File: src/logic/hispi_pkg.sv
package hispi_pkg;

    localparam int NUM_LANES  = 4;    // serial lanes per sensor port
    localparam int WORD_W     = 12;   // pixel and code word width
    localparam int NIB_W      = 4;    // bits per lane per enabled cycle
    localparam int FIFO_DEPTH = 8;    // default words per lane fifo
    localparam int LANE_WAIT  = 8;    // default cycles allowed between first and last lane sol
    localparam bit MSB_FIRST  = 1'b0; // default bit order within a nibble
    localparam int EMBED_BIT  = 8;    // code word flag for embedded-data lines

    typedef logic [WORD_W-1:0] pixel_t;

    // sync prefix is one all-ones word then two all-zero words
    localparam pixel_t SYNC_ONES  = '1;
    localparam pixel_t SYNC_ZEROS = '0;

    typedef enum logic [2:0] {
        SC_SOL,  // start of line
        SC_SOF,  // start of frame, also starts a line
        SC_EOL,  // end of line
        SC_EOF,  // end of frame, also ends a line
        SC_NONE  // not a known code
    } sync_code_e;

    typedef enum logic [1:0] {
        LS_HUNT,   // searching for the all-ones word
        LS_ZERO1,  // expecting first zero word
        LS_ZERO2,  // expecting second zero word
        LS_CODE    // locked, code word then payload
    } lane_state_e;

    // kind of a code word from its low nibble
    function automatic sync_code_e code_of(pixel_t w);
        case (w[3:0])
            4'h1:    return SC_SOL;
            4'h3:    return SC_SOF;
            4'h5:    return SC_EOL;
            4'h7:    return SC_EOF;
            default: return SC_NONE;
        endcase
    endfunction

endpackage

File: src/logic/hispi_word_if.sv
interface hispi_word_if;
    import hispi_pkg::*;

    pixel_t word;  // aligned pixel word, valid with dv
    logic   dv;    // pixel strobe
    logic   sol;   // start of line code seen
    logic   eol;   // end of line code seen
    logic   sof;   // start of frame code seen
    logic   eof;   // end of frame code seen
    logic   embed; // code word flagged embedded data

    modport dec (
        output word, dv, sol, eol, sof, eof, embed
    );

    modport fifo (
        input word, dv, sol, eol, sof, eof, embed
    );

endinterface

File: src/logic/hispi_lane_decoder.sv
module hispi_lane_decoder #(
    parameter bit MSB_FIRST = hispi_pkg::MSB_FIRST
) (
    input  logic                        ipclk,
    input  logic                        prst,
    input  logic                        sns_en,
    input  logic [hispi_pkg::NIB_W-1:0] din,
    hispi_word_if.dec                   word_o
);
    import hispi_pkg::*;

    localparam int           WIN_W   = WORD_W + NIB_W;        // room for every bit offset
    localparam logic [1:0]   PH_LAST = 2'(WORD_W / NIB_W - 1); // nibbles per word minus one

    lane_state_e      state;
    sync_code_e       code;      // class of the word completing now
    logic [WIN_W-1:0] win;       // recent bits, earliest at msb
    logic [WIN_W-1:0] win_nxt;
    logic [NIB_W-1:0] nib;       // incoming nibble in time order
    pixel_t           slice;     // window bits at the locked offset
    pixel_t           word_cur;  // slice in word bit order
    logic [2:0]       off;       // locked offset, 1..NIB_W
    logic [2:0]       hit_off;
    logic             hit;
    logic [1:0]       ph;        // nibble phase within a word
    logic             done;      // word completes this cycle
    logic             code_next; // next word is the code word
    logic             in_line;   // between sol and eol

    always_comb begin
        for (int b = 0; b < NIB_W; b++) begin
            nib[b] = MSB_FIRST ? din[b] : din[NIB_W-1-b];
        end
        win_nxt = {win[WIN_W-NIB_W-1:0], nib};
        slice   = win_nxt[off +: WORD_W];
        for (int b = 0; b < WORD_W; b++) begin
            word_cur[b] = MSB_FIRST ? slice[b] : slice[WORD_W-1-b];
        end
        // ones word must be followed by a zero bit, pins the exact boundary
        hit     = 1'b0;
        hit_off = 3'd1;
        for (int o = 1; o <= NIB_W; o++) begin
            if (win_nxt[o +: WORD_W] == SYNC_ONES && !win_nxt[o-1]) begin
                hit     = 1'b1;
                hit_off = 3'(o);
            end
        end
        code = code_of(word_cur);
        done = sns_en && (ph == PH_LAST);
    end

    always_ff @(posedge ipclk) begin
        if (sns_en) win <= win_nxt; // bit history, no reset
        if (done)   word_o.word <= word_cur;
    end

    always_ff @(posedge ipclk) begin
        if (prst) begin
            state        <= LS_HUNT;
            off          <= 3'd1;
            ph           <= '0;
            code_next    <= 1'b0;
            in_line      <= 1'b0;
            word_o.dv    <= 1'b0;
            word_o.sol   <= 1'b0;
            word_o.eol   <= 1'b0;
            word_o.sof   <= 1'b0;
            word_o.eof   <= 1'b0;
            word_o.embed <= 1'b0;
        end else begin
            word_o.dv    <= 1'b0; // all outputs are one-cycle strobes
            word_o.sol   <= 1'b0;
            word_o.eol   <= 1'b0;
            word_o.sof   <= 1'b0;
            word_o.eof   <= 1'b0;
            word_o.embed <= 1'b0;
            if (sns_en) ph <= (ph == PH_LAST) ? '0 : ph + 2'd1;
            case (state)
                LS_HUNT: if (sns_en && hit) begin
                    off   <= hit_off; // lock offset, word phase restarts
                    ph    <= '0;
                    state <= LS_ZERO1;
                end
                LS_ZERO1: if (done) begin
                    state <= (word_cur == SYNC_ZEROS) ? LS_ZERO2 : LS_HUNT;
                end
                LS_ZERO2: if (done) begin
                    state     <= (word_cur == SYNC_ZEROS) ? LS_CODE : LS_HUNT;
                    code_next <= 1'b1;
                end
                LS_CODE: if (done) begin
                    if (code_next) begin
                        code_next    <= 1'b0;
                        word_o.embed <= word_cur[EMBED_BIT];
                        case (code)
                            SC_SOL: begin
                                word_o.sol <= 1'b1;
                                in_line    <= 1'b1;
                            end
                            SC_SOF: begin
                                word_o.sof <= 1'b1;
                                in_line    <= 1'b1;
                            end
                            SC_EOL: begin
                                word_o.eol <= 1'b1;
                                in_line    <= 1'b0;
                            end
                            SC_EOF: begin
                                word_o.eof <= 1'b1;
                                in_line    <= 1'b0;
                            end
                            default: in_line <= 1'b0; // unknown code, drop payload
                        endcase
                    end else if (word_cur == SYNC_ONES) begin
                        state <= LS_ZERO1; // next prefix, offset kept
                    end else if (in_line) begin
                        word_o.dv <= 1'b1;
                    end
                end
                default: state <= LS_HUNT;
            endcase
        end
    end

    a_one_marker: assert property (@(posedge ipclk) disable iff (prst)
        $onehot0({word_o.dv, word_o.sol, word_o.eol, word_o.sof, word_o.eof}));

endmodule

File: src/logic/hispi_line_fifo.sv
module hispi_line_fifo #(
    parameter int FIFO_DEPTH = hispi_pkg::FIFO_DEPTH
) (
    input  logic              ipclk,
    input  logic              prst,
    input  logic              ignore_embedded,
    hispi_word_if.fifo        word_i,
    input  logic              rd,
    input  logic              flush,
    output logic              line_ready,
    output logic              empty,
    output logic              eol_head,
    output hispi_pkg::pixel_t head_word
);
    import hispi_pkg::*;

    localparam int AW = (FIFO_DEPTH > 1) ? $clog2(FIFO_DEPTH) : 1;

    pixel_t                mem_word [FIFO_DEPTH];
    logic [FIFO_DEPTH-1:0] mem_eol;  // tag on the last word of a line
    logic [AW-1:0]         wr_ptr;
    logic [AW-1:0]         rd_ptr;
    logic [AW-1:0]         last_ptr; // most recent write
    logic [AW:0]           count;
    logic [AW:0]           pending;  // lines with words still held
    logic                  wr_line;  // accepting the current line
    logic                  wr_first; // no word of the line written yet
    logic                  line_sol;
    logic                  line_eol;
    logic                  wr_en;
    logic                  full;
    logic                  rd_eol;

    function automatic logic [AW-1:0] ptr_inc(logic [AW-1:0] p);
        return (p == AW'(FIFO_DEPTH - 1)) ? '0 : p + 1'b1;
    endfunction

    always_comb begin
        line_sol   = word_i.sol | word_i.sof;
        line_eol   = word_i.eol | word_i.eof;
        wr_en      = word_i.dv & wr_line;
        full       = (count == (AW+1)'(FIFO_DEPTH));
        // last word held back until its eol tag is known
        empty      = (count == '0) || (wr_line && !wr_first && count == (AW+1)'(1));
        line_ready = (pending != '0) && !empty;
        head_word  = mem_word[rd_ptr];
        eol_head   = mem_eol[rd_ptr];
        rd_eol     = rd & eol_head;
    end

    always_ff @(posedge ipclk) begin
        if (wr_en) begin
            mem_word[wr_ptr] <= word_i.word;
            mem_eol[wr_ptr]  <= 1'b0;
        end
        if (line_eol && wr_line && !wr_first) mem_eol[last_ptr] <= 1'b1;
    end

    always_ff @(posedge ipclk) begin
        if (prst || flush) begin
            wr_ptr   <= '0;
            rd_ptr   <= '0;
            last_ptr <= '0;
            count    <= '0;
            pending  <= '0;
            wr_line  <= 1'b0; // rest of a flushed line is dropped
            wr_first <= 1'b0;
        end else begin
            if (line_sol) begin
                wr_line  <= !(ignore_embedded && word_i.embed);
                wr_first <= 1'b1;
            end else if (line_eol) begin
                wr_line <= 1'b0;
            end
            if (wr_en) begin
                wr_ptr   <= ptr_inc(wr_ptr);
                last_ptr <= wr_ptr;
                wr_first <= 1'b0;
            end
            if (rd) rd_ptr <= ptr_inc(rd_ptr);
            count   <= count + (AW+1)'(wr_en) - (AW+1)'(rd);
            pending <= pending + (AW+1)'(wr_en & wr_first) - (AW+1)'(rd_eol); // empty lines leave no count
        end
    end

    a_no_overflow: assert property (@(posedge ipclk) disable iff (prst)
        wr_en |-> !full);

endmodule

File: src/logic/hispi_lane_merge.sv
module hispi_lane_merge #(
    parameter int LANE_WAIT = hispi_pkg::LANE_WAIT
) (
    input  logic                                           ipclk,
    input  logic                                           prst,
    input  logic [hispi_pkg::NUM_LANES-1:0]                line_ready,
    input  logic [hispi_pkg::NUM_LANES-1:0]                empty,
    input  logic [hispi_pkg::NUM_LANES-1:0]                eol_head,
    input  hispi_pkg::pixel_t [hispi_pkg::NUM_LANES-1:0]   head_word,
    output logic [hispi_pkg::NUM_LANES-1:0]                rd,
    output logic [hispi_pkg::NUM_LANES-1:0]                flush,
    output logic                                           pix_valid,
    output logic                                           line_start,
    output logic                                           line_done,
    output logic                                           line_err,
    output hispi_pkg::pixel_t                              pix_word
);
    import hispi_pkg::*;

    localparam int            PW   = (NUM_LANES > 1) ? $clog2(NUM_LANES) : 1;
    localparam int            CW   = $clog2(LANE_WAIT + 1);
    localparam logic [PW-1:0] LAST = PW'(NUM_LANES - 1);

    logic          active;   // line being read out
    logic          first;    // next read is the first pixel
    logic [PW-1:0] ptr;      // lane in turn
    logic [CW-1:0] wait_cnt; // cycles since first lane became ready
    logic          all_ready;
    logic          waiting;
    logic          expire;

    always_comb begin
        all_ready  = &line_ready;
        waiting    = !active && (|line_ready) && !all_ready;
        expire     = waiting && (wait_cnt == CW'(LANE_WAIT - 1));
        rd         = '0;
        if (active && !empty[ptr]) rd[ptr] = 1'b1; // empty lane holds the turn
        pix_valid  = |rd;
        pix_word   = head_word[ptr];
        line_start = pix_valid && first;
        line_done  = rd[LAST] && eol_head[LAST]; // last lane closes the line
        flush      = {NUM_LANES{expire}};
    end

    always_ff @(posedge ipclk) begin
        if (prst) begin
            active   <= 1'b0;
            first    <= 1'b0;
            ptr      <= '0;
            wait_cnt <= '0;
            line_err <= 1'b0;
        end else begin
            line_err <= expire; // one pulse per dropped line
            if (!active) begin
                ptr <= '0;
                if (all_ready) begin
                    active <= 1'b1;
                    first  <= 1'b1;
                end
            end else if (pix_valid) begin
                first <= 1'b0;
                ptr   <= (ptr == LAST) ? '0 : ptr + 1'b1;
                if (line_done) active <= 1'b0;
            end
            if (waiting && !expire) wait_cnt <= wait_cnt + 1'b1;
            else                    wait_cnt <= '0;
        end
    end

    // reads go to a single lane and never race a flush
    a_rd_onehot: assert property (@(posedge ipclk) disable iff (prst)
        $onehot0(rd) && ((rd & flush) == '0));

endmodule

File: src/logic/hispi_pixel_out.sv
module hispi_pixel_out (
    input  logic              ipclk,
    input  logic              prst,
    input  logic              pix_valid,
    input  logic              line_start,
    input  logic              line_done,
    input  logic              frame_start,
    input  logic              frame_end,
    input  hispi_pkg::pixel_t pix_word,
    output hispi_pkg::pixel_t pxd,
    output logic              hact,
    output logic              vact,
    output logic [11:0]       line_num
);
    logic in_line;  // merge is emitting a line
    logic eof_pend; // frame ended, waiting for the line to drain

    always_ff @(posedge ipclk) begin
        if (pix_valid) pxd <= pix_word;
    end

    always_ff @(posedge ipclk) begin
        if (prst) begin
            hact     <= 1'b0;
            vact     <= 1'b0;
            in_line  <= 1'b0;
            eof_pend <= 1'b0;
            line_num <= '0;
        end else begin
            hact <= pix_valid; // aligned with pxd
            if (line_start)     in_line <= 1'b1;
            else if (line_done) in_line <= 1'b0;
            if (frame_start) begin
                vact     <= 1'b1;
                eof_pend <= 1'b0;
                line_num <= '0;
            end else begin
                if (frame_end) eof_pend <= 1'b1;
                if (eof_pend && !in_line && !line_start) begin
                    vact     <= 1'b0; // falls with hact after the last pixel
                    eof_pend <= 1'b0;
                end
                if (line_done) line_num <= line_num + 12'd1;
            end
        end
    end

endmodule

File: src/logic/hispi_rx_top.sv
module hispi_rx_top #(
    parameter int FIFO_DEPTH = hispi_pkg::FIFO_DEPTH,
    parameter int LANE_WAIT  = hispi_pkg::LANE_WAIT,
    parameter bit MSB_FIRST  = hispi_pkg::MSB_FIRST
) (
    input  logic                                            ipclk,
    input  logic                                            prst,
    input  logic                                            sns_en,
    input  logic [hispi_pkg::NUM_LANES*hispi_pkg::NIB_W-1:0] sns_d,
    input  logic                                            ignore_embedded,
    output logic [hispi_pkg::WORD_W-1:0]                    pxd,
    output logic                                            hact,
    output logic                                            vact,
    output logic [11:0]                                     line_num,
    output logic                                            line_err
);
    import hispi_pkg::*;

    logic [NUM_LANES-1:0] line_ready;
    logic [NUM_LANES-1:0] empty;
    logic [NUM_LANES-1:0] eol_head;
    logic [NUM_LANES-1:0] rd;
    logic [NUM_LANES-1:0] flush;
    pixel_t [NUM_LANES-1:0] head_word;
    pixel_t               pix_word;
    logic                 pix_valid;
    logic                 line_start;
    logic                 line_done;
    logic                 frame_start; // frame markers follow lane 0
    logic                 frame_end;

    for (genvar i = 0; i < NUM_LANES; i++) begin : gen_lane
        hispi_word_if u_wif ();

        hispi_lane_decoder #(
            .MSB_FIRST (MSB_FIRST)
        ) u_dec (
            .ipclk  (ipclk),
            .prst   (prst),
            .sns_en (sns_en),
            .din    (sns_d[i*NIB_W +: NIB_W]),
            .word_o (u_wif)
        );

        hispi_line_fifo #(
            .FIFO_DEPTH (FIFO_DEPTH)
        ) u_fifo (
            .ipclk           (ipclk),
            .prst            (prst),
            .ignore_embedded (ignore_embedded),
            .word_i          (u_wif),
            .rd              (rd[i]),
            .flush           (flush[i]),
            .line_ready      (line_ready[i]),
            .empty           (empty[i]),
            .eol_head        (eol_head[i]),
            .head_word       (head_word[i])
        );

        if (i == 0) begin : gen_frame
            assign frame_start = u_wif.sof;
            assign frame_end   = u_wif.eof;
        end
    end

    hispi_lane_merge #(
        .LANE_WAIT (LANE_WAIT)
    ) u_merge (
        .ipclk      (ipclk),
        .prst       (prst),
        .line_ready (line_ready),
        .empty      (empty),
        .eol_head   (eol_head),
        .head_word  (head_word),
        .rd         (rd),
        .flush      (flush),
        .pix_valid  (pix_valid),
        .line_start (line_start),
        .line_done  (line_done),
        .line_err   (line_err),
        .pix_word   (pix_word)
    );

    hispi_pixel_out u_out (
        .ipclk       (ipclk),
        .prst        (prst),
        .pix_valid   (pix_valid),
        .line_start  (line_start),
        .line_done   (line_done),
        .frame_start (frame_start),
        .frame_end   (frame_end),
        .pix_word    (pix_word),
        .pxd         (pxd),
        .hact        (hact),
        .vact        (vact),
        .line_num    (line_num)
    );

endmodule

File: config.mk
export PLATFORM = sky130hd
export DESIGN_NAME = hispi_rx_top
export DESIGN_NICKNAME = d
export VERILOG_FILES = /design/src/logic/hispi_pkg.sv /design/src/logic/hispi_word_if.sv /design/src/logic/hispi_lane_decoder.sv /design/src/logic/hispi_line_fifo.sv /design/src/logic/hispi_lane_merge.sv /design/src/logic/hispi_pixel_out.sv /design/src/logic/hispi_rx_top.sv
export SDC_FILE = /design/constraint.sdc
export NUM_CORES = 1
export LEC_CHECK = 0
export ABC_AREA = 0
export BUFFER_PORTS_ARGS = -buffer_cell sky130_fd_sc_hd__buf_2
export CORE_MARGIN = 2
export CORE_UTILIZATION = 40
export CTS_CLUSTER_SIZE = 16
export DETAILED_ROUTE_END_ITERATION = 10
export PLACE_DENSITY = 0.62
export SETUP_SLACK_MARGIN = 0.5
export SLEW_MARGIN = 20
export SYNTH_ARGS = -nofsm -noshare
export SYNTH_HDL_FRONTEND = slang
export SYNTH_SLANG_ARGS = --single-unit
File: constraint.sdc
create_clock -name ipclk -period 6.2 [get_ports ipclk]
set_input_delay 0 -clock ipclk [delete_from_list [all_inputs] [get_ports ipclk]]
set_output_delay 0 -clock ipclk [all_outputs]
set_load 0.005 [all_outputs]
# After elaboration in Yosys (flattened, before gate mapping)
# Memory sizes are Yosys's and may differ from the RTL's. A register that Yosys moved wholly into a read port is not among the register bits.
# Index checks and enable logic that the tools add are counted.
dict set report totals {
  output_inout_bits 27
  elab_cells 684
  ram_bits 384
  register_bits 301
  in_bits 20
  mem_count 4
}
dict set report classes {
  n_shift 4
  mux 203
  n_addsub 31
  n_reduce_logical 176
  bitwise 46
  eq_ne 103
  n_lt_le_gt_ge 22
}
# memory depth word_bits rd rd_clocked_by_memory_dff write_ports line
set memory_table {}
lappend memory_table {{gen_lane[0].u_fifo.mem_word} 8 12 1 1 1 hispi_line_fifo.sv:19} ;# pixel_t mem_word [FIFO_DEPTH];
lappend memory_table {{gen_lane[1].u_fifo.mem_word} 8 12 1 1 1 hispi_line_fifo.sv:19}
lappend memory_table {{gen_lane[2].u_fifo.mem_word} 8 12 1 1 1 hispi_line_fifo.sv:19}
lappend memory_table {{gen_lane[3].u_fifo.mem_word} 8 12 1 1 1 hispi_line_fifo.sv:19}
# operator count
set ops {}
lappend ops {{$eq 12x12->1 const B} 20}
lappend ops {{$mux 2} 57}
lappend ops {{$mux 1} 89}
lappend ops {{$logic_and 1x1->1} 66}
lappend ops {{$mux 8} 8}
lappend ops {{$shiftx 16x4->12} 4}
lappend ops {{$mux 3} 20}
lappend ops {{$logic_not 12->1} 4}
lappend ops {{$lt 3x4->1 const B} 12}
lappend ops {{$pmux 3 s4} 4}
lappend ops {{$ne 2x1->1 const B} 21}
lappend ops {{$eq 4x3->1 const B} 9}
lappend ops {{$logic_not 1->1} 34}
lappend ops {{$and 8x8->8} 4}
lappend ops {{$eq 4x1->1 const B} 8}
lappend ops {{$not 8->8} 4}
lappend ops {{$or 8x8->8} 4}
lappend ops {{$pmux 2 s4} 4}
lappend ops {{$sub 4x1->4} 8}
lappend ops {{$eq 2x2->1 const B} 13}
lappend ops {{$add 3x1->3 const B} 8}
lappend ops {{$bmux 12 s2} 1}
lappend ops {{$demux 1 s3} 8}
lappend ops {{$eq 3x2->1 const B} 8}
lappend ops {{36 further kinds} 167}

# Longest topological paths before layout
dict set report logic_depth {
  depth_word 15
  mapped_depth 15
  mapped_depth_nobuf 14
}

# By module
# Synthesis repeated with hierarchy kept, for this count alone.
dict set report hier_totals {
  cells_unflattened 2055
  hier_area_um2 31094.8
}
# mod seq_area_each_um2 instances area_each_um2 cells_each
set modules_own_cells {}
lappend modules_own_cells {{hispi_line_fifo (gen_lane[0].u_fifo ...)} 3483.3 2 5168.7 304}
lappend modules_own_cells {{hispi_lane_decoder (gen_lane[0].u_dec ...)} 1021.0 3 2138.3 172}
lappend modules_own_cells {{hispi_line_fifo (gen_lane[3].u_fifo)} 3483.3 1 5172.5 306}
lappend modules_own_cells {{hispi_line_fifo (gen_lane[2].u_fifo)} 3483.3 1 5165.0 304}
lappend modules_own_cells {{hispi_lane_decoder (gen_lane[3].u_dec)} 1021.0 1 2107.0 159}
lappend modules_own_cells {hispi_pixel_out 680.7 1 1039.7 85}
lappend modules_own_cells {hispi_lane_merge 180.2 1 858.3 77}

# Worst setup path before layout
# No wires, ideal clock.
dict set report synth_path {
  path_type {register to register}
  startpoint {register gen_lane[2].u_fifo.count[2]}
  endpoint {register gen_lane[3].u_fifo.pending[2]}
  path_slack_ps 3245
  path_buffers 1
  setup_time_ps 128
  arrival_ps 2827
  synth_period_minus_slack_ps 2955
  t_required_ps 6072
  stages_incl_launch_ff 16
  cell_sequence {dfxtp_1 -> inv_1 -> ha_1 -> inv_1 -> a211o_1 -> mux4_2 -> nand4b_1 -> buf_2 -> inv_1 -> ha_1 -> inv_1 -> ha_1 -> inv_1 -> fa_1 -> xor2_1 -> nor2_1}
}
dict set report synth_between {
  elab_chain_cells 10
  elab_cells_between_ends 20
  classes_between {add/sub (1); eq/ne (1); mux (3); bitwise (1); reduce/logical (14)}
}
# element line
set synth_rtl {}
lappend synth_rtl {{start: declaration} hispi_line_fifo.sv:24} ;# logic [AW:0] count;
lappend synth_rtl {{start signal: assignment} hispi_line_fifo.sv:81} ;# count <= count + (AW+1)'(wr_en) - (AW+1)'(rd);
lappend synth_rtl {{$eq 4x1->1} hispi_line_fifo.sv:44} ;# empty = (count == '0) || (wr_line && !wr_first && count == (AW+1)'(1));
lappend synth_rtl {{$logic_and 1x1->1} hispi_line_fifo.sv:44}
lappend synth_rtl {{$logic_or 1x1->1 *} hispi_line_fifo.sv:44}
lappend synth_rtl {{$bmux 1 s2 *} hispi_lane_merge.sv:37} ;# if (active && !empty[ptr]) rd[ptr] = 1'b1;
lappend synth_rtl {{$mux 1 (implied by the code) *} hispi_lane_merge.sv:37}
lappend synth_rtl {{$logic_not 1->1 *} hispi_lane_merge.sv:37}
lappend synth_rtl {{$logic_and 1x1->1 *} hispi_lane_merge.sv:37}
lappend synth_rtl {{$mux 4 *} hispi_lane_merge.sv:37}
lappend synth_rtl {{$and 1x1->1 *} hispi_line_fifo.sv:48} ;# rd_eol = rd & eol_head;
lappend synth_rtl {{via gen_lane[3].u_fifo.rd_eol} hispi_line_fifo.sv:32} ;# logic rd_eol;
lappend synth_rtl {{$sub 4x1->4 *} hispi_line_fifo.sv:82} ;# pending <= pending + (AW+1)'(wr_en & wr_first) - (AW+1)'(rd_eol);
lappend synth_rtl {{end signal: assignment} hispi_line_fifo.sv:82}
lappend synth_rtl {{end: declaration} hispi_line_fifo.sv:25} ;# logic [AW:0] pending;
# Mark *: on every way through the listed nets, which the timed path passes. The rest lies on a longest branch. The select of a mux whose other input is x is not followed.
# A chain may end at the register's enable or synchronous reset.

# Worst setup path in the final report
dict set report layout_path {
  startpoint {register u_merge.ptr[0]}
  endpoint {register gen_lane[3].u_fifo.pending[2]}
}
dict set report layout_between {
  elab_chain_cells 7
  elab_cells_between_ends 12
  classes_between {add/sub (1); order compare (2); mux (5); bitwise (1); reduce/logical (3)}
}
# element line
set layout_rtl {}
lappend layout_rtl {{start: declaration} hispi_lane_merge.sv:26} ;# logic [PW-1:0] ptr;
lappend layout_rtl {{start signal: assignment} hispi_lane_merge.sv:62} ;# ptr <= (ptr == LAST) ? '0 : ptr + 1'b1;
lappend layout_rtl {{$lt 2x3->1 (implied by the code) (tied with other cells)} hispi_lane_merge.sv:37}
lappend layout_rtl {{$logic_and 1x1->1 (implied by the code) / $mux 1 (equally long branches)} hispi_lane_merge.sv:37}
lappend layout_rtl {{$mux 1 (implied by the code) / $logic_not 1->1 (equally long branches)} hispi_lane_merge.sv:37}
lappend layout_rtl {{$demux 1 s2 / $logic_and 1x1->1 (equally long branches)} --}
lappend layout_rtl {{$mux 4 *} hispi_lane_merge.sv:37}
lappend layout_rtl {{$and 1x1->1 *} hispi_line_fifo.sv:48}
lappend layout_rtl {{via gen_lane[3].u_fifo.rd_eol} hispi_line_fifo.sv:32}
lappend layout_rtl {{$sub 4x1->4 *} hispi_line_fifo.sv:82}
# Marked as above.

==> qor_table.md <==
| Item | Reported | Unit |
|:---|:---|:---|
| Max-slew headroom | 0.343 | - |
| Mean instance size in the synthesized netlist | 14.7 | µm² |
| Share of total power consumed by net switching | 0.199 | - |
| Initial core utilization | 0.404 | - |
| Flop pwr share | 0.518 | - |
| Worst setup timing slack at the placement stage | 2.51 | ns |
| Wire length of the first global-routing pass | 98600 | µm |
| Critical path type | register to register | - |
| Iteration count of the initial detailed-routing pass | 5 | - |
| Port bufs | 46 | - |
| Most used DFF post-synth | sky130_fd_sc_hd__edfxtp_1 | - |
| Root cell of the clock tree | sky130_fd_sc_hd__clkbuf_16 | - |
| Placeable core region | 74400 | µm² |
| Endpoints failing setup | 0 | - |
| Worst hold slack | 0.0294 | ns |
| Worst-case setup margin in the final layout | 2.45 | ns |
| Wire length reported by the detailed router | 62200 | µm |
| Clock insertion delay at the later pin of the skew report | 0.60 | ns |
| Dpl hpwl | 42000 | µm |
| Die H | 278 | µm |
| Cell with the largest stage delay on the worst path | sky130_fd_sc_hd__dfxtp_1 | - |
| Max rail drop VDD | 0.168 | mV |
| Setup repair after global routing missed its margin | no | - |
| Final weighted congestion in routability-driven placement | 0.804 | - |
| Non-Filler Instances | 3178 | - |
| Final count of hold timing violations | 0 | - |
| Status | complete, no violations | - |
| Most prevalent standard cell on the critical path | sky130_fd_sc_hd__inv_1 | - |
| Floorplan row count | 100 | - |
| Dominant delay contributor by cell family on the critical path | flip-flops | - |
| Crit path launch type | register | - |
| Post-route ant nets | 0 | - |
| Number of cells upsized or downsized after cts | 0 | - |
| Endpoint type of the worst setup path | register | - |
| Final design utilization | 0.460 | - |
| Number of enable-type register cells in the synthesized netlist | 492 | - |
| Area Growth Syn to Fin | 13.9 | % |
| Die Span X | 278 | µm |
| Vias | 17200 | - |
| Slew at the pin closest to its max-slew limit | 0.985 | ns |
| Fin Setup TNS | 0 | ns |
| Number of sinks driven by the clock tree | 697 | - |
| Maximum clock insertion buffer count | 3 | - |
| CTS tree | yes | - |
| Class of the tightest hold or removal check | input port to register | - |
| Int Power | 0.00778 | W |
| Total GRT Usage | 0.162 | - |
| Clock transition time at the flip-flop clock pins of the worst setup and hold paths | 0.06 | ns |
| Remaining DRCs | 0 | - |
| Antenna violations before repair | 0 | - |
| Async set or reset register ratio after synthesis | 0 | - |
| Highest achievable clock rate | 267 | MHz |
| Synthesized cell area | 30000 | µm² |
| Drt via density | 5.40 | - |
| Via count of the first global-routing pass | 17400 | - |
| Post-synthesis cell type count | 64 | - |
| Number of fill cells | 6373 | - |
| Logic pwr share | 0.021 | - |
| Shortest clock period the worst path allows after layout | 3.75 | ns |
| Cell count after placement | 3028 | - |
| PwrDens | 284 | nW/µm² |
| Die area | 77300 | µm² |
| Net Count, Synth | 2155 | - |
| Net switching power of the design | 0.00193 | W |
| Clock power frac | 0.460 | - |
| Wire length per cell after detailed routing | 19.6 | µm |
| Final global-route overflow total | 0 | - |
| Final critical-path share of the clock period | 0.605 | - |
| Number of clock buffers inserted by TritonCTS | 72 | - |
| H-tree lvl count | 3 | - |
| Delay of the slowest critical-path stage | 0.97 | ns |
| Sequential cell area fraction in the yosys report | 0.628 | - |
| Yosys synthesis warning count | 0 | - |
| Leak | 11.6 | nW |
| Synthesized netlist cell count | 2050 | - |
| Critical Path RT | 6.65 | ns |
| Num ports | 47 | - |
| Skew final | 0.0251 | ns |
| Buffers & Inverters on Critical Path | 4 | - |
| Layout cell share with drive strength beyond 1 | 0.192 | - |
| Antenna fix cells | 0 | - |
| Data arrival time of the worst path | 4.20 | ns |
| Critical-path cell list | inv_2 -> mux4_2 -> nand4b_1 -> inv_1 -> ha_1 -> inv_1 -> ha_1 -> inv_1 -> fa_1 -> xor2_1 -> nor2_1 | - |
| Starting DRC count in detailed routing | 1404 | - |
| Final-stage net count | 2256 | - |
| Pin count of the biggest net entering global routing | 59 | - |
| Worst-path fanout max | 17 | - |
| Pins Over Slew Limit | 0 | - |
| Seq cells post-synth | 697 | - |
| Max-capacitance violation count | 0 | - |
==> cell usage after synthesis (all sizes together), types with 24 or more instances <==
cell	n	area [µm²]
mux4	168	3800
buf	39	218
nand3	24	120
clkbuf	45	169
nand2	114	428
inv	153	574
dfxtp	205	4100
mux2i	93	931
ha	77	963
nand4	25	156
nor2	133	499
nor3	54	275
edfxtp	492	14800
nand2b	48	300
o21ai	58	290
a21oi	77	385
==> per-layer routing <==
| layer | GRT usage | part of all wire | vias to the layer above |
|---|---|---|---|
| met5 | 0 | 0 | - |
| met4 | 0.0402 | 0.017 | 0 |
| met3 | 0.0264 | 0.042 | 73 |
| met2 | 0.259 | 0.47 | 347 |
| met1 | 0.232 | 0.47 | 8722 |
| li1 | - | - | 8015 |
==> final cells by class <==
cell class,instances,area (µm²),share of cell area
Clock inverter,37,462,0.0135
Inverter,153,574,0.0168
Clock buffer,95,2000,0.0585
Timing Repair Buffer,111,763,0.0223
Sequential cell,697,18900,0.552
Tap cell,969,1210,0.0354
Multi-Input combinational cell,1116,10300,0.302
==> flip-flops by register name, indices dropped and copies added (netlist names), 16 cells and up, named ones only <==
name                        count
gen_lane.u_fifo.mem_eol        32
gen_lane.u_dec.word_o.word     48
gen_lane.u_fifo.mem_word      384
gen_lane.u_fifo.pending        16
gen_lane.u_dec.win             48
gen_lane.u_fifo.count          16
==> kinds of logic after synthesis <==
logic type,synth area share
flip-flops,0.628
AND/OR/NAND/NOR,0.0840
multiplexers,0.166
buffers and inverters,0.0320
AO/OA/AOI/OAI,0.0466
adder cells (fa/ha/maj),0.0374
XOR/XNOR,0.00583
==> worst reg2reg max path, stage by stage, from the launching register on <==
cell                       delay, ns
sky130_fd_sc_hd__dfxtp_1        0.97
sky130_fd_sc_hd__inv_2          0.17
sky130_fd_sc_hd__mux4_2         0.46
sky130_fd_sc_hd__nand4b_1       0.57
sky130_fd_sc_hd__inv_1          0.27
sky130_fd_sc_hd__ha_1           0.26
sky130_fd_sc_hd__inv_1          0.07
sky130_fd_sc_hd__ha_1           0.17
sky130_fd_sc_hd__inv_1          0.06
sky130_fd_sc_hd__fa_1           0.40
sky130_fd_sc_hd__xor2_1         0.16
sky130_fd_sc_hd__nor2_1         0.06
==> through the flow <==
stage | total power [W] | area, µm²
after floorplan | 0.00525 | 30000
after global placement | 0.00532 | 31600
after global routing | 0.0100 | 34200
final | 0.00971 | 34200
after CTS | 0.00981 | 34200
after detailed placement | 0.00533 | 31600
==> worst paths after layout <==
path / startpoint / to / slack, ns / cells after the start
min reg2reg: gen_lane[2].u_dec.word_o.embed$_SDFF_PP0_ / gen_lane[2].u_fifo.wr_line$_SDFFE_PP0P_ / 0.44 / 1
max reg2reg: u_merge.ptr[0]$_SDFFE_PP0N_ / gen_lane[3].u_fifo.pending[2]$_SDFF_PP0_ / 2.45 / 11
min: prst / gen_lane[0].u_dec.in_line$_SDFFE_PP0P_ / 0.03 / 3
max: u_merge.ptr[0]$_SDFFE_PP0N_ / gen_lane[3].u_fifo.pending[2]$_SDFF_PP0_ / 2.45 / 11
==> placed cells by master (no fill, tap or decap), types with 48 or more instances in the layout <==
cell type	count
sky130_fd_sc_hd__mux4_2	163
sky130_fd_sc_hd__nand2_1	114
sky130_fd_sc_hd__o21ai_0	58
sky130_fd_sc_hd__mux2i_1	93
sky130_fd_sc_hd__clkbuf_16	75
sky130_fd_sc_hd__a21oi_1	77
sky130_fd_sc_hd__edfxtp_1	492
sky130_fd_sc_hd__inv_1	150
sky130_fd_sc_hd__nand2b_1	48
sky130_fd_sc_hd__dfxtp_1	205
sky130_fd_sc_hd__ha_1	77
sky130_fd_sc_hd__nor2_1	133
==> power groups by stage <==
stage	sequential, W	clock, W	combinational (W)
6_report	0.00503	0.00447	0.000206
3_5_place_dp	0.00513	0	0.000196
2_1_floorplan	0.00511	0	0.000136
3_3_place_gp	0.00513	0	0.000191
5_1_grt	0.00504	0.00475	0.000227
4_1_cts	0.00503	0.00457	0.000206
==> repair_timing <==
item	CTS	global route
setup endpoints to repair	0	0
hold buffers	18	0
endpoints found under the hold margin	57	0
buffers inserted	0	0
No activity file was read; power rests on OpenSTA's default activity.
